$ cat src/hdl/ext_mem_pkg.sv
package ext_mem_pkg;

    localparam int BYTE_W      = 8;
    localparam int SRAM_ADDR_W = 16;

    typedef logic [BYTE_W-1:0]      byte_t;
    typedef logic [SRAM_ADDR_W-1:0] sram_addr_t;   // bit 15 stays low, 32 KiB window.

    // NAND register offsets above 0x8000.
    typedef enum logic [1:0] {
        NAND_CMD    = 2'd0,
        NAND_ADDR   = 2'd1,
        NAND_DATA   = 2'd2,
        NAND_STATUS = 2'd3
    } nand_reg_e;

    // ~~~~~~~~~~~~~~~~~~~~~~~~~~~~~~~~~~~~~~~~~~~~~~~~~~~~~~~~~~~~~~~~~~~~~~~~~~~~
    // decoder <-> port handshake
    typedef struct packed {
        logic       start;   // one cycle.
        logic       write;
        sram_addr_t addr;
        byte_t      wdata;
    } target_req_t;

    typedef struct packed {
        logic  done;         // one cycle, rdata valid with it.
        byte_t rdata;
    } target_rsp_t;

    // ~~~~~~~~~~~~~~~~~~~~~~~~~~~~~~~~~~~~~~~~~~~~~~~~~~~~~~~~~~~~~~~~~~~~~~~~~~~~
    // pin bundles, data bus split into dout and oe
    typedef struct packed {
        sram_addr_t addr;
        byte_t      dout;
        logic       oe;
        logic       ce_n;
        logic       we_n;
        logic       oe_n;
    } sram_pins_t;

    typedef struct packed {
        byte_t dout;
        logic  oe;
        logic  nce;
        logic  cle;
        logic  ale;
        logic  nwe;
        logic  nre;
    } nand_pins_t;

endpackage

$ cat src/hdl/apb_pkg.sv
package apb_pkg;

    localparam int APB_ADDR_W = 16;
    localparam int APB_DATA_W = 8;

    typedef logic [APB_ADDR_W-1:0] apb_addr_t;
    typedef logic [APB_DATA_W-1:0] apb_data_t;

    // master to slave, held until pready.
    typedef struct packed {
        logic      psel;
        logic      penable;
        logic      pwrite;
        apb_addr_t paddr;
        apb_data_t pwdata;
    } apb_req_t;

    // slave to master, valid with pready only.
    typedef struct packed {
        apb_data_t prdata;
        logic      pready;
        logic      pslverr;
    } apb_rsp_t;

endpackage
$ cat src/hdl/ext_mem_top.sv
module ext_mem_top
#(
    parameter int SRAM_WAIT  = 2,
    parameter int NAND_PULSE = 3,
    parameter int NAND_HOLD  = 2
)
(
    input  logic                    clk,
    input  logic                    reset,
    input  apb_pkg::apb_req_t       apb_req,
    output apb_pkg::apb_rsp_t       apb_rsp,
    output ext_mem_pkg::sram_pins_t sram_pins,
    input  ext_mem_pkg::byte_t      sram_din,
    output ext_mem_pkg::nand_pins_t nand_pins,
    input  ext_mem_pkg::byte_t      nand_din,
    input  logic                    nand_rb
);

    import ext_mem_pkg::*;

    target_req_t sram_req;
    target_req_t nand_req;
    target_rsp_t sram_rsp;
    target_rsp_t nand_rsp;

    apb_mem_decode i_apb_mem_decode
    (
        .clk      (clk),
        .reset    (reset),
        .apb_req  (apb_req),
        .apb_rsp  (apb_rsp),
        .sram_req (sram_req),
        .nand_req (nand_req),
        .sram_rsp (sram_rsp),
        .nand_rsp (nand_rsp)
    );

    sram_port #(.SRAM_WAIT(SRAM_WAIT)) i_sram_port
    (
        .clk      (clk),
        .reset    (reset),
        .req      (sram_req),
        .rsp      (sram_rsp),
        .pins     (sram_pins),
        .sram_din (sram_din)
    );

    nand_port #(.NAND_PULSE(NAND_PULSE), .NAND_HOLD(NAND_HOLD)) i_nand_port
    (
        .clk      (clk),
        .reset    (reset),
        .req      (nand_req),
        .rsp      (nand_rsp),
        .pins     (nand_pins),
        .nand_din (nand_din),
        .nand_rb  (nand_rb)
    );

endmodule

$ cat src/hdl/nand_port.sv
module nand_port
#(
    parameter int NAND_PULSE = 3,
    parameter int NAND_HOLD  = 2
)
(
    input  logic                     clk,
    input  logic                     reset,
    input  ext_mem_pkg::target_req_t req,
    output ext_mem_pkg::target_rsp_t rsp,
    output ext_mem_pkg::nand_pins_t  pins,
    input  ext_mem_pkg::byte_t       nand_din,
    input  logic                     nand_rb
);

    import ext_mem_pkg::*;

    localparam int CNT_MAX = (NAND_PULSE > NAND_HOLD) ? NAND_PULSE : NAND_HOLD;
    localparam int CNT_W   = (CNT_MAX > 1) ? $clog2(CNT_MAX) : 1;

    typedef enum logic [1:0] {ST_IDLE, ST_PULSE, ST_HOLD, ST_DONE} state_e;

    state_e           state;
    logic [CNT_W-1:0] cnt;
    nand_reg_e        kind;
    nand_reg_e        kind_q;
    logic             write_q;
    byte_t            wdata_q;
    byte_t            rdata_q;
    logic [1:0]       rb_sync;
    logic             status_hit;
    logic             active;

    assign kind       = nand_reg_e'(req.addr[1:0]);
    assign status_hit = (state == ST_IDLE) && req.start && (kind == NAND_STATUS);

    // ready/busy comes from the device unclocked.
    always_ff @(posedge clk)
    begin
        if (reset)
            rb_sync <= '0;
        else
            rb_sync <= {rb_sync[0], nand_rb};
    end

    // ~~~~~~~~~~~~~~~~~~~~~~~~~~~~~~~~~~~~~~~~~~~~~~~~~~~~~~~~~~~~~~~~~~~~~~~~~~~~
    // pulse then hold, one counter for both
    always_ff @(posedge clk)
    begin
        if (reset)
        begin
            state <= ST_IDLE;
            cnt   <= '0;
        end
        else
        begin
            case (state)
                ST_IDLE:
                    if (req.start && (kind != NAND_STATUS))
                    begin
                        state <= ST_PULSE;
                        cnt   <= CNT_W'(NAND_PULSE - 1);
                    end
                ST_PULSE:
                    if (cnt == '0)
                    begin
                        state <= ST_HOLD;
                        cnt   <= CNT_W'(NAND_HOLD - 1);
                    end
                    else
                        cnt <= cnt - 1'b1;
                ST_HOLD:
                    if (cnt == '0)
                        state <= ST_DONE;
                    else
                        cnt <= cnt - 1'b1;
                default:
                    state <= ST_IDLE;
            endcase
        end
    end

    always_ff @(posedge clk)
    begin
        if ((state == ST_IDLE) && req.start)
        begin
            kind_q  <= kind;
            write_q <= req.write;
            wdata_q <= req.wdata;
        end
        if ((state == ST_PULSE) && (cnt == '0) && !write_q && (kind_q == NAND_DATA))
            rdata_q <= nand_din;   // last low cycle of nre.
    end

    // ~~~~~~~~~~~~~~~~~~~~~~~~~~~~~~~~~~~~~~~~~~~~~~~~~~~~~~~~~~~~~~~~~~~~~~~~~~~~
    // pins
    assign active = (state == ST_PULSE) || (state == ST_HOLD);

    // nwe rises while cle/ale are still up.
    assign pins = '{dout: wdata_q,
                    oe:   active && write_q,
                    nce:  !active,
                    cle:  active && (kind_q == NAND_CMD),
                    ale:  active && (kind_q == NAND_ADDR),
                    nwe:  !((state == ST_PULSE) && write_q),
                    nre:  !((state == ST_PULSE) && !write_q)};

    assign rsp = '{done:  status_hit || (state == ST_DONE),
                   rdata: status_hit ? byte_t'(rb_sync[1]) : rdata_q};

endmodule

$ cat src/hdl/sram_port.sv
module sram_port
#(
    parameter int SRAM_WAIT = 2
)
(
    input  logic                     clk,
    input  logic                     reset,
    input  ext_mem_pkg::target_req_t req,
    output ext_mem_pkg::target_rsp_t rsp,
    output ext_mem_pkg::sram_pins_t  pins,
    input  ext_mem_pkg::byte_t       sram_din
);

    import ext_mem_pkg::*;

    localparam int CNT_W = (SRAM_WAIT > 1) ? $clog2(SRAM_WAIT) : 1;

    typedef enum logic [1:0] {ST_IDLE, ST_STROBE, ST_FINISH} state_e;

    state_e           state;
    logic [CNT_W-1:0] cnt;
    logic             write_q;
    sram_addr_t       addr_q;
    byte_t            wdata_q;
    byte_t            rdata_q;

    always_ff @(posedge clk)
    begin
        if (reset)
        begin
            state <= ST_IDLE;
            cnt   <= '0;
        end
        else
        begin
            case (state)
                ST_IDLE:
                    if (req.start)
                    begin
                        state <= ST_STROBE;
                        cnt   <= CNT_W'(SRAM_WAIT - 1);
                    end
                ST_STROBE:
                    if (cnt == '0)
                        state <= ST_FINISH;
                    else
                        cnt <= cnt - 1'b1;
                default:
                    state <= ST_IDLE;
            endcase
        end
    end

    // address and data held for the whole cycle.
    always_ff @(posedge clk)
    begin
        if ((state == ST_IDLE) && req.start)
        begin
            addr_q  <= req.addr;
            wdata_q <= req.wdata;
            write_q <= req.write;
        end
        if ((state == ST_STROBE) && (cnt == '0) && !write_q)
            rdata_q <= sram_din;   // last strobe cycle.
    end

    assign pins = '{addr: addr_q,
                    dout: wdata_q,
                    oe:   write_q && (state != ST_IDLE),
                    ce_n: state != ST_STROBE,
                    we_n: !((state == ST_STROBE) && write_q),
                    oe_n: !((state == ST_STROBE) && !write_q)};

    assign rsp = '{done: state == ST_FINISH, rdata: rdata_q};

endmodule

$ cat src/hdl/apb_mem_decode.sv
module apb_mem_decode
(
    input  logic                     clk,
    input  logic                     reset,
    input  apb_pkg::apb_req_t        apb_req,
    output apb_pkg::apb_rsp_t        apb_rsp,
    output ext_mem_pkg::target_req_t sram_req,
    output ext_mem_pkg::target_req_t nand_req,
    input  ext_mem_pkg::target_rsp_t sram_rsp,
    input  ext_mem_pkg::target_rsp_t nand_rsp
);

    import ext_mem_pkg::*;

    typedef enum logic [1:0] {ST_IDLE, ST_BUSY, ST_RESPOND} state_e;
    typedef enum logic [1:0] {TGT_SRAM, TGT_NAND, TGT_ERR} target_e;

    state_e  state;
    target_e tgt;
    target_e tgt_q;
    target_e tgt_sel;
    logic    setup;
    logic    done;
    byte_t   rdata;
    logic    pready_q;
    logic    pslverr_q;
    byte_t   prdata_q;

    // address map.
    always_comb
    begin
        if (!apb_req.paddr[15])
            tgt = TGT_SRAM;
        else if (apb_req.paddr[14:2] == '0)
            tgt = TGT_NAND;
        else
            tgt = TGT_ERR;
    end

    assign setup = (state == ST_IDLE) && apb_req.psel && !apb_req.penable;

    // start is seen by the port on the edge that ends setup.
    assign sram_req = '{start: setup && (tgt == TGT_SRAM),
                        write: apb_req.pwrite,
                        addr:  {1'b0, apb_req.paddr[14:0]},
                        wdata: apb_req.pwdata};
    assign nand_req = '{start: setup && (tgt == TGT_NAND),
                        write: apb_req.pwrite,
                        addr:  sram_addr_t'(apb_req.paddr[1:0]),
                        wdata: apb_req.pwdata};

    // status answers in the setup cycle itself.
    assign tgt_sel = (state == ST_IDLE) ? tgt : tgt_q;
    assign done    = (tgt_sel == TGT_SRAM) ? sram_rsp.done :
                     (tgt_sel == TGT_NAND) ? nand_rsp.done : 1'b0;
    assign rdata   = (tgt_sel == TGT_SRAM) ? sram_rsp.rdata : nand_rsp.rdata;

    always_ff @(posedge clk)
    begin
        if (reset)
        begin
            state     <= ST_IDLE;
            pready_q  <= 1'b0;
            pslverr_q <= 1'b0;
        end
        else
        begin
            case (state)
                ST_IDLE:
                    if (setup)
                    begin
                        if (tgt == TGT_ERR)
                        begin
                            pready_q  <= 1'b1;
                            pslverr_q <= 1'b1;
                            state     <= ST_RESPOND;
                        end
                        else if (done)
                        begin
                            pready_q <= 1'b1;
                            state    <= ST_RESPOND;
                        end
                        else
                            state <= ST_BUSY;
                    end
                ST_BUSY:
                    if (done)
                    begin
                        pready_q <= 1'b1;
                        state    <= ST_RESPOND;
                    end
                default:
                begin
                    pready_q  <= 1'b0;   // one cycle only.
                    pslverr_q <= 1'b0;
                    state     <= ST_IDLE;
                end
            endcase
        end
    end

    always_ff @(posedge clk)
    begin
        if (setup)
            tgt_q <= tgt;
        if (done)
            prdata_q <= rdata;
        else if (setup && (tgt == TGT_ERR))
            prdata_q <= '0;
    end

    assign apb_rsp = '{prdata: prdata_q, pready: pready_q, pslverr: pslverr_q};

endmodule

$ cat config.mk
export PLATFORM = sky130hd
export DESIGN_NAME = ext_mem_top
export DESIGN_NICKNAME = d
export VERILOG_FILES = /design/src/hdl/ext_mem_pkg.sv /design/src/hdl/apb_pkg.sv /design/src/hdl/ext_mem_top.sv /design/src/hdl/nand_port.sv /design/src/hdl/sram_port.sv /design/src/hdl/apb_mem_decode.sv
export SDC_FILE = /design/constraint.sdc
export NUM_CORES = 1
export LEC_CHECK = 0
export ABC_AREA = 1
export BUFFER_PORTS_ARGS = -buffer_cell sky130_fd_sc_hd__buf_2
export CORE_ASPECT_RATIO = 0.6
export CORE_MARGIN = 5
export CORE_UTILIZATION = 30
export CTS_CLUSTER_SIZE = 14
export DETAILED_ROUTE_END_ITERATION = 16
export GPL_TIMING_DRIVEN = 0
export PLACE_DENSITY = 0.52
export SLEW_MARGIN = 20
export SYNTH_ARGS = -nofsm -noshare
export SYNTH_HDL_FRONTEND = slang
export SYNTH_SLANG_ARGS = --single-unit
$ cat constraint.sdc
create_clock -name clk -period 2.5 [get_ports clk]
set_input_delay 0.5 -clock clk [delete_from_list [all_inputs] [get_ports clk]]
set_output_delay 0.5 -clock clk [all_outputs]
set_load 0.1 [all_outputs]
### After elaboration in Yosys (flattened, before gate mapping)

Index checks and enable logic that the tools add are counted.

| word-level totals | value |
|---|---|
| register bits after elaboration | 74 |
| input port bits | 46 |
| logic and storage cells | 130 |

| operators by class | value |
|---|---|
| add/sub/neg operators | 2 |
| equal/unequal tests | 23 |
| muxes and demuxes | 35 |
| bitwise operators | 2 |
| reductions and logical operators | 50 |

Operators by type and width:

| cell | number |
|---|---|
| 8-bit two-way mux | 4 |
| 2-bit two-way mux | 15 |
| 1-bit logical AND | 22 |
| 2-bit logical NOT | 7 |
| 13-bit logical NOT | 1 |
| 2-bit by 1-bit equality test with 1-bit output, second input constant | 6 |
| 2-bit equality test, second input constant | 6 |
| 2-bit by 1-bit inequality test with 1-bit output, second input constant | 6 |
| 2-bit one-hot mux with 3 select lines | 2 |
| 2-bit inequality test, second input constant | 5 |
| 1-bit two-way mux | 9 |
| 3-bit AND reduction | 3 |
| 1-bit logical NOT | 8 |
| 2-bit one-hot mux with 2 select lines | 2 |
| 1-bit one-hot mux with 2 select lines | 3 |
| 2-bit AND reduction | 3 |
| 2-bit nonzero test | 3 |
| 3-bit nonzero test | 1 |
| 1-bit logical OR | 2 |
| 1-bit NOT | 2 |
| 2-bit by 1-bit subtractor with 2-bit output, second input constant | 1 |
| 1-bit subtractor, second input constant | 1 |

### Depth between registers and ports, before layout

Gate-level depths: netlist (run 1).

| depth | value |
|---|---|
| word-level depth | 14 |
| gate-level depth with buffers | 13 |

### Cells and area by module

From an unflattened synthesis (run 1), not the netlist that was laid out.

| second synthesis, totals | value |
|---|---|
| cells, all modules | 308 |
| area total of the unflattened synthesis | 3469.6 um2 |

By module, submodules not included:

| module | instances | cells an instance | area each (um2) | seq. area each (um2) |
|---|---|---|---|---|
| apb_mem_decode | 1 | 151 | 1232.4 | 380.4 |
| sram_port | 1 | 54 | 1136.1 | 1051.0 |
| nand_port | 1 | 103 | 1101.1 | 690.7 |

### Least setup slack after synthesis (run 1)

OpenSTA, ideal clock, no wires.

| timing path | value |
|---|---|
| kind | register -> output |
| start point | register i_nand_port.state[0] |
| end point | output nand_pins[2] in the netlist's numbering |
| arrival time | 3.372 ns |
| data required time | 2.000 ns |
| path slack | -1.372 ns |
| cell stages (with the launch flop) | 5 |
| path buffers | 0 |
| path through | dfxtp_1 -> inv_1 -> ha_1 -> inv_1 -> nor3_1 |

RTL lines:

| item | RTL line | source |
|---|---|---|
| start: declaration | nand_port.sv:23 | `state_e state;` |
| start signal: assignment | nand_port.sv:52 | `state <= ST_IDLE;` |
| start signal: assignment | nand_port.sv:61 | `state <= ST_PULSE;` |
| start signal: assignment | nand_port.sv:67 | `state <= ST_HOLD;` |
| end: declaration | ext_mem_top.sv:14 | `output ext_mem_pkg::nand_pins_t nand_pins,` |

==> metrics.txt, run 1 <==
Post-Syn Nets 302; worst reg2reg endpoint i_sram_port.write_q$_DFFE_PP_; clk sink count 74; gr usage total 0.112; Cell Area, Synth 2960 sq um; Max-cap violations 0; worst reg2reg path depth 7; Congestion Overflow GR 0; share of layout cells above drive strength 1 0.393; GP Congestion 0.755; Buf/Inv on CP 3; ys async rst share 0; worst min path class in -> reg; #FFs+latches synth 74; Crit. End Element primary output; Skew-Pair Late Insertion Delay 330 ps; Post-DRT Antenna Nets 0; period utilization 0.914; leakage power 1.76 nW; boundary pin count 98; clock power share 0.456; clock slew at reported path FFs 60 ps; Highest Signal Layer met4; Hold WS 341 ps; r2r setup slk 480 ps; core area 9740 sq um; fillcell total 980; peak fanout along the critical path 5; worst path required time 2000 ps; drt total wl 6340 um; initial antenna violation count 0; Port Buffers 96; Area Overhead vs Synth 34.4%; Power Density 770 nW/um^2; Crit path max-delay family buffers and inverters; Setup Buffers After CTS 0; Max-slew headroom 0.366; H-tree Lvls 3; top_reg_cell synth edfxtp_1; drt wl/cell 12.8 um; crit path max-delay cell type buf_2; hold buffer count at cts 0; CP startpoint kind flop; Syn. warnings 0; Worst Tran Pin Value 950 ps; vias in the first global route 1983; first-pass GRT wire length 10400 um; sequential-to-total area share from yosys stat 0.706; Pins Over Slew Limit 0; Die Width 138 um; Nets 409; critical path, cell by cell inv_2 > ha_4 > clkinvlp_4 > nor3_4 > buf_2; Hold EP i_sram_port.rdata_q[4]$_DFFE_PP_; status finished clean; Vias/cell 3.98; Sw Share 0.240; Post-synth EDFFs 61; clk buf depth 2; Critical Path AT 1790 ps; Mean Syn Cell Area 11.9 sq um; top-count cell post-synth edfxtp_1; utilization after layout 0.409; root cell of the clock tree clkbuf_16; drt pass-1 iters 4; initial core utilization 0.304; post-synth top area cell edfxtp_1; RSZ-0062 raised after global routing false; Setup CP Type reg -> out; # resized after CTS 0; DR vias 1973; Peak Freq 437 MHz; Max stage delay on crit path 440 ps; Hold Vio Cnt, Final 0; R2R Path Start i_apb_mem_decode.state[0]$_SDFFE_PP0P_; Detailed Place HPWL 4980 um; final setup fails 0; DR DRC count 0; Comb pwr share 0.096; Max VDD drop 0.418 mV; Row Count 28; First DRT Iteration DRCs 75; Layout Skew 6.86 ps; register share of total power 0.447; main area contributors after synthesis edfxtp_1 62%, dfxtp_1 8.8%, nand2_1 6.2%; M1 WL 3220 um; CTS tree done; hold_sp sram_din[4]; wire length on met2 2650 um; antenna diode count 0; Net Sw Power 734 uW; hold path cells 1; Internal 2.33 mW; CTS buffer count 9; Mapped Cells 249; die area 12000 sq um; Yosys cell types 27; post-synth top area share 0.619; largest net degree at the start of global routing 25; top post-synthesis cells by count 61 x edfxtp_1, 49 x nand2_1, 32 x inv_1; met3 WL 420 um; Final Critical Period 2290 ps; Die Ht 87.0 um
-- sequential cells by signal, indices dropped and copies added, names as in the netlist, 2 cells and up --
name,count
i_sram_port.addr_q,15
i_apb_mem_decode.prdata_q,8
i_nand_port.rdata_q,8
i_nand_port.wdata_q,8
i_sram_port.rdata_q,8
i_sram_port.wdata_q,8
i_apb_mem_decode.state,2
i_apb_mem_decode.tgt_q,2
i_nand_port.cnt,2
i_nand_port.kind_q,2
i_nand_port.rb_sync,2
i_nand_port.state,2
i_sram_port.state,2
-- cells in the final DEF (no fill, tap or decap), drive strengths merged, types with 4 or more instances in the layout --
| master | count |
|---|---|
| a21oi | 10 |
| buf | 99 |
| ha | 7 |
| dfxtp | 13 |
| nor2 | 23 |
| clkbuf | 11 |
| nand2 | 56 |
| nor3 | 4 |
| nand3 | 22 |
| edfxtp | 61 |
| o21ai | 5 |
| inv | 37 |
-- cell families after synthesis --
group | Yosys count | share of synthesized area
and+or+nand+nor | 109 | 0.176
DFF | 74 | 0.706
buffers and inverters | 42 | 0.0579
AOI/OAI and AO/OA | 16 | 0.0291
adders and majority gates | 7 | 0.0296
other | 1 | 0.00127
-- worst max path at each step --
stage | depth (start not counted) | end | from | slack [ps]
after global routing | 5 | nand_pins[2] | i_nand_port.state[0]$_SDFFE_PP0P_ | 120
after CTS | 5 | nand_pins[2] | i_nand_port.state[0]$_SDFFE_PP0P_ | 190
after floorplan | 4 | nand_pins[2] | i_nand_port.state[1]$_SDFFE_PP0P_ | -80
after global placement | 11 | i_apb_mem_decode.prdata_q[0]$_SDFFCE_PN0P_ | apb_req[19] | 40
after detailed placement | 11 | i_apb_mem_decode.prdata_q[0]$_SDFFCE_PN0P_ | apb_req[19] | 30
final | 5 | nand_pins[2] | i_nand_port.state[1]$_SDFFE_PP0P_ | 210
-- through the flow --
stage	setup WS, ps	std cells	instance area (sq um)	setup TNS, ps	power (mW)
after detailed placement	30.6	480	3650	0	1.69
after global placement	37.9	480	3650	0	1.69
final	214	496	3980	0	3.06
after global routing	119	496	3980	0	3.18
after CTS	187	496	3980	0	3.10
after floorplan	-77.9	249	3000	-156	1.61
-- power by group through the flow --
stage          Clock [mW]  Sequential (mW)  Combinational, mW
3_5_place_dp            0             1.40              0.298
6_report             1.40             1.37              0.295
2_1_floorplan           0             1.49              0.121
4_1_cts              1.43             1.37              0.298
5_1_grt              1.49             1.37              0.319
3_3_place_gp            0             1.40              0.295
-- cell type report --
class | instances | area, sq um | area share
clock inverters | 6 | 88.8 | 0.0223
inverters | 38 | 149 | 0.0374
clock buffers | 10 | 239 | 0.0600
repair buffers | 96 | 480 | 0.121
multi-input cells | 133 | 733 | 0.184
well taps | 135 | 169 | 0.0424
flip-flops and latches | 74 | 2090 | 0.526
plain buffers | 4 | 26.3 | 0.00660
-- routing by layer --
layer / track usage / vias up
met2: 0.162 / 50
li1: - / 1031
met1: 0.152 / 886
met3: 0.0565 / 6
met5: 0 / -
met4: 0.0242 / 0
Power figures use the tool's default switching activity.
==> inputs of run 2 (changes only) <==
--- a/config.mk
+++ b/config.mk
@@ -9,3 +9,3 @@
 export BUFFER_PORTS_ARGS = -buffer_cell sky130_fd_sc_hd__buf_2
-export CORE_ASPECT_RATIO = 0.6
+export CORE_ASPECT_RATIO = 1.1
 export CORE_MARGIN = 5
==> constraint.sdc (replaced) <==
create_clock -name clk -period 2.5 [get_ports clk]
set_input_delay 0.125 -clock clk [delete_from_list [all_inputs] [get_ports clk]]
set_output_delay 0.125 -clock clk [all_outputs]
set_load 0.1 [all_outputs]
==> metrics.txt, run 2 (synthesis gave the netlist of run 1 again) <==
First DRT Iteration DRCs 79 (was 75); Nets 450 (was 409); Row Count 38 (was 28); leakage power 1.84 nW (was 1.76 nW); RSZ-0062 raised after global routing false (unchanged); initial core utilization 0.304 (about the same); worst min path class in -> reg (unchanged); crit path max-delay cell type dlygate4sd3_1 (was buf_2); post-place instance area 3610 sq um (was 3650 sq um); Peak Freq 435 MHz (was 437 MHz); Port Buffers 96 (unchanged); Most flops, register i_sram_port.addr_q (unchanged); gr usage total 0.116 (was 0.112); clk sink count 74 (unchanged); Finished Cell Area 4190 sq um (was 3980 sq um); hold_sp reset (was sram_din[4]); clk buf depth 2 (unchanged); fillcell total 913 (was 980); period utilization 0.920 (was 0.914); Die Ht 114 um (was 87.0 um); vias in the first global route 2290 (was 1983); Hold EP i_apb_mem_decode.state[1]$_SDFFE_PP0P_ (was i_sram_port.rdata_q[4]$_DFFE_PP_); antenna diode count 0 (unchanged); CP startpoint kind primary input (was flop); Post-DRT Antenna Nets 0 (unchanged); DR vias 2156 (was 1973); Max stage delay on crit path 530 ps (was 440 ps); Buf/Inv on CP 3 (unchanged); Internal 1.82 mW (was 2.33 mW); initial antenna violation count 0 (unchanged); die area 12000 sq um (about the same); Die Width 105 um (was 138 um); H-tree Lvls 3 (unchanged); area used by multi-input combinational logic 726 sq um (was 733 sq um); most common cell after layout, fill and taps aside buf_2 (unchanged); max FFs per register 15 (unchanged); Power Density 595 nW/um^2 (was 770 nW/um^2); core area 9750 sq um (was 9740 sq um); Skew-Pair Late Insertion Delay 340 ps (was 330 ps); Net Sw Power 671 uW (was 734 uW); drt pass-1 iters 4 (unchanged); Max VDD drop 0.221 mV (was 0.418 mV); FF+latch area 2090 sq um (about the same); drt wl/cell 12.5 um (was 12.8 um); Final TNS setup 0 ps (unchanged); R2R Path Start i_apb_mem_decode.state[1]$_SDFFE_PP0P_ (was i_apb_mem_decode.state[0]$_SDFFE_PP0P_); boundary pin count 98 (unchanged); Layout Skew 8.52 ps (was 6.86 ps); Detailed Place HPWL 4860 um (was 4980 um); root cell of the clock tree clkbuf_8 (was clkbuf_16); status finished clean (unchanged); Setup Buffers After CTS 0 (unchanged); drt total wl 6540 um (was 6340 um); final setup fails 0 (unchanged); r2r setup slk 490 ps (was 480 ps); clock slew at reported path FFs 70 ps (was 60 ps); DR DRC count 0 (unchanged); CP most frequent cell nand2_2; Max-slew headroom 0.382 (was 0.366); clock power share 0.313 (was 0.456); GP Congestion 0.741 (was 0.755); Comb pwr share 0.138 (was 0.096); Max-cap violations 0 (unchanged); Vias/cell 4.13 (was 3.98); share of layout cells above drive strength 1 0.331 (was 0.393); worst reg2reg endpoint i_apb_mem_decode.prdata_q[1]$_SDFFCE_PN0P_ (was i_sram_port.write_q$_DFFE_PP_); worst reg2reg path depth 11 (was 7); CTS tree done (unchanged); Hold Vio Cnt, Final 0 (unchanged); Critical Path AT 2270 ps (was 1790 ps); largest net degree at the start of global routing 25 (unchanged); Sw Share 0.269 (was 0.240); Crit path max-delay family simple AND/OR/NAND/NOR gates (was buffers and inverters); critical path, cell by cell dlygate4sd3_1 > buf_2 > or2_1 > nor2_2 > nand2_2 > nor2_4 > nand4_4 > nand2_2 > nand2_4 > nand2_8 > inv_4 > o21ai_1 (was inv_2 > ha_4 > clkinvlp_4 > nor3_4 > buf_2); worst path required time 2470 ps (was 2000 ps); CTS buffer count 9 (unchanged); Congestion Overflow GR 0 (unchanged); peak fanout along the critical path 10 (was 5); hold path cells 4 (was 1); Pins Over Slew Limit 0 (unchanged); register share of total power 0.549 (was 0.447); Setup CP Type in -> reg (was reg -> out); Area Overhead vs Synth 41.6% (was 34.4%); Final Critical Period 2300 ps (was 2290 ps); Worst Tran Pin Value 926 ps (was 950 ps); Crit. End Element flop (was primary output); commonest non-fill, non-tap cells in the layout 96 x buf_2, 61 x edfxtp_1, 49 x nand2_1, 41 x dlygate4sd3_1, 32 x inv_1 (was 96 x buf_2, 61 x edfxtp_1, 49 x nand2_1, 29 x inv_1, 22 x nand3_1); first-pass GRT wire length 10900 um (was 10400 um)
## run 2: worst reg2reg max path: cells and delay by family, from the launching register on
family          cells  cell delay [ps]
compound gates      1              350
flops               1              310
buf+inv             4              340
simple gates        6              650
## run 2: through the flow
stage	utilization	instances	power (mW)	setup WS, ps	hold slack (ps)
after floorplan	-	249	1.61	236	224
after global placement	0.371	465	1.69	386	303
after detailed placement	0.371	465	1.69	359	304
after CTS	0.430	522	2.53	163	78.1
after global routing	0.430	522	2.62	10.3	115
final	0.430	522	2.49	199	105
## run 2: worst max path at each step
| stage | slack [ps] | startpoint | cells after the start | to |
|---|---|---|---|---|
| floorplan | 240 | i_nand_port.state[0]$_SDFFE_PP0P_ | 4 | nand_pins[2] |
| global placement | 390 | apb_req[19] | 11 | i_apb_mem_decode.prdata_q[4]$_SDFFCE_PN0P_ |
| detailed placement | 360 | apb_req[19] | 11 | i_apb_mem_decode.prdata_q[4]$_SDFFCE_PN0P_ |
| CTS | 160 | apb_req[19] | 12 | i_apb_mem_decode.prdata_q[4]$_SDFFCE_PN0P_ |
| global route | 10 | apb_req[12] | 13 | i_apb_mem_decode.prdata_q[5]$_SDFFCE_PN0P_ |
| finish | 200 | apb_req[19] | 12 | i_apb_mem_decode.prdata_q[1]$_SDFFCE_PN0P_ |
## run 2: metal layers
metal,track usage,wire length (um),share of wire,up-vias
met1,0.122,2640,0.40,980
met4,0.0537,136,0.021,0
met2,0.209,3450,0.53,47
met3,0.0355,311,0.048,12
met5,0,0,0,-
li1,-,-,-,1117
## run 2: cell type report
type                            instances  area share
Inverter                               38      0.0346
Tap cell                              120      0.0358
Multi-Input combinational cell        133       0.173
Timing Repair Buffer                  137       0.212
Clock buffer                           11      0.0313
Clock inverter                          5     0.00746
Sequential cell                        74       0.499
Buffer                                  4     0.00627
## run 2: power by group through the flow
stage	Clock (mW)	Sequential, mW	Combinational, mW
finish	0.782	1.37	0.344
global route	0.881	1.37	0.372
CTS	0.818	1.37	0.347
detailed placement	0	1.40	0.296
global placement	0	1.40	0.292
floorplan	0	1.49	0.121
## run 2: timing repair
item                                   in CTS  in global routing
setup endpoints to repair                   0                  1
hold buffers                               41                  0
endpoints found under the hold margin      52                  0
resized for setup                           0                  1
==> inputs of run 3 (changes only) <==
- PLACE_DENSITY: 0.52 -> 0.54
- RECOVER_POWER: unset -> 100
- clock period: 2.5 -> 1.93 ns (I/O delays scaled with it)
==> metrics.txt, run 3 (synthesis gave the netlist of run 1 again) <==
status finished clean (unchanged); boundary pin count 98 (unchanged); leakage power 1.83 nW (was 1.84 nW); peak fanout along the critical path 5 (was 10); post-place instance area 3640 sq um (was 3610 sq um); Layout Skew 11.2 ps (was 8.52 ps); clock power share 0.393 (was 0.313); Peak Freq 561 MHz; Vias/cell 4.12 (was 4.13); Nets 453 (was 450); gr usage total 0.117 (was 0.116); clk sink count 74 (unchanged); Final TNS setup 0 ps (unchanged); H-tree Lvls 3 (unchanged); Area Overhead vs Synth 44.8% (was 41.6%); Die Ht 114 um (unchanged); antenna diode count 0 (unchanged); clock slew at reported path FFs 70 ps (about the same); GP Congestion 0.795 (was 0.741); drt total wl 6760 um (was 6540 um); Port Buffers 96 (unchanged); CTS tree done (unchanged); root cell of the clock tree clkbuf_8 (unchanged); Max-slew headroom 0.520 (was 0.382); Net Sw Power 897 uW (was 671 uW); die area 12000 sq um (unchanged); Comb pwr share 0.122 (was 0.138); Sw Share 0.246 (was 0.269); Final Critical Period 1780 ps; Crit path max-delay family buffers and inverters (was simple AND/OR/NAND/NOR gates); Max VDD drop 0.442 mV (was 0.221 mV); Most flops, register i_sram_port.addr_q (unchanged); drt wl/cell 12.9 um (was 12.5 um); drt pass-1 iters 6 (was 4); Critical Path AT 1690 ps (was 2270 ps); Buf/Inv on CP 3 (unchanged); critical path, cell by cell inv_2 > ha_4 > clkinvlp_4 > nor3_4 > clkbuf_4 (was dlygate4sd3_1 > buf_2 > or2_1 > nor2_2 > nand2_2 > nor2_4 > nand4_4 > nand2_2 > nand2_4 > nand2_8 > inv_4 > o21ai_1); largest net degree at the start of global routing 25 (unchanged); Row Count 38 (unchanged); period utilization 0.924; Post-Layout Cell Count 525 (was 522); Final Power 3.65 mW (was 2.49 mW); placed cells 465 (unchanged); Skew-Pair Late Insertion Delay 340 ps (about the same); Max stage delay on crit path 380 ps (was 530 ps); worst min path class in -> reg (unchanged); pre-CTS WS -178 ps (was 359 ps); DR vias 2165 (was 2156); most common cell after layout, fill and taps aside buf_2 (unchanged); worst path required time 1830 ps (was 2470 ps); Max-cap violations 0 (unchanged); commonest non-fill, non-tap cells in the layout 67 x buf_2, 61 x edfxtp_1, 47 x nand2_1, 41 x dlygate4sd3_1, 29 x inv_1 (was 96 x buf_2, 61 x edfxtp_1, 49 x nand2_1, 41 x dlygate4sd3_1, 32 x inv_1); crit path max-delay cell type dfxtp_2 (was dlygate4sd3_1); Post-DRT Antenna Nets 0 (unchanged); Congestion Overflow GR 0 (unchanged); CTS buffer count 9 (unchanged); Power Density 851 nW/um^2 (was 595 nW/um^2); r2r setup slk 170 ps (was 490 ps); Pins Over Slew Limit 0 (unchanged); Crit. End Element primary output (was flop); RSZ-0062 raised after global routing false (unchanged); First DRT Iteration DRCs 88 (was 79); Hold WS 68.9 ps (was 105 ps); first-pass GRT wire length 10800 um (was 10900 um); core area 9750 sq um (unchanged); Setup CP Type reg -> out (was in -> reg); max FFs per register 15 (unchanged); vias in the first global route 2182 (was 2290); initial antenna violation count 0 (unchanged); post-route worst setup slack 147 ps (was 199 ps); Die Width 105 um (unchanged); initial core utilization 0.304 (unchanged); Finished Cell Area 4290 sq um (was 4190 sq um); register share of total power 0.485 (was 0.549); Worst Tran Pin Value 717 ps (was 926 ps); Detailed Place HPWL 4890 um (was 4860 um); clk buf depth 2 (unchanged); area used by multi-input combinational logic 732 sq um (was 726 sq um); utilization after layout 0.440 (was 0.430); Internal 2.75 mW (was 1.82 mW); FF+latch area 2090 sq um (about the same); final setup fails 0 (unchanged); CP startpoint kind flop (was primary input); fillcell total 942 (was 913); Hold Vio Cnt, Final 0 (unchanged); share of layout cells above drive strength 1 0.309 (was 0.331); DR DRC count 0 (unchanged)
## run 3: power by group through the flow
stage	Sequential (mW)	Combinational, mW	Clock [mW]
after floorplan	1.93	0.158	0
final	1.77	0.444	1.44
after CTS	1.77	0.450	1.49
after global placement	1.81	0.380	0
after global routing	1.77	0.480	1.56
after detailed placement	1.81	0.383	0
## run 3: worst paths after layout
check,from,endpoint,depth (start not counted)
setup / recovery,i_nand_port.state[1]$_SDFFE_PP0P_,nand_pins[3],5
hold / removal,reset,i_apb_mem_decode.state[1]$_SDFFE_PP0P_,4
setup reg to reg,i_apb_mem_decode.state[1]$_SDFFE_PP0P_,i_apb_mem_decode.prdata_q[2]$_SDFFCE_PN0P_,11
hold reg to reg,i_nand_port.rb_sync[0]$_SDFF_PP0_,i_nand_port.rb_sync[1]$_SDFF_PP0_,2
## run 3: layout make-up
type	count	share of cell area
clock inverter	7	0.0274
buffer	4	0.00613
tap	120	0.0350
timing repair buffer	139	0.206
sequential	74	0.488
timing repair inverter	1	0.00175
inverter	38	0.0356
clock buffer	9	0.0289
multi-input combinational	133	0.171
## run 3: routing by layer
metal | vias to the layer above | routed length [um] | track usage
met5 | - | 0 | 0
met4 | 0 | 123 | 0.0520
met3 | 10 | 298 | 0.0378
met2 | 42 | 3730 | 0.212
met1 | 992 | 2610 | 0.123
li1 | 1121 | - | -
## run 3: what timing repair did
action	4_1_cts	5_1_grt
setup buffers	0	2
pin swaps	0	1
hold endpoints to repair	52	0
hold buffers	41	0
cloned	0	1
resized for setup	4	4
endpoints found under the setup margin	34	34
## run 3: worst register-to-register path, delay by kind of cell, from the launching register on
family	cells	cell delay, ps
flops	1	310
simple gates	6	670
buf+inv	4	350
compound gates	1	110
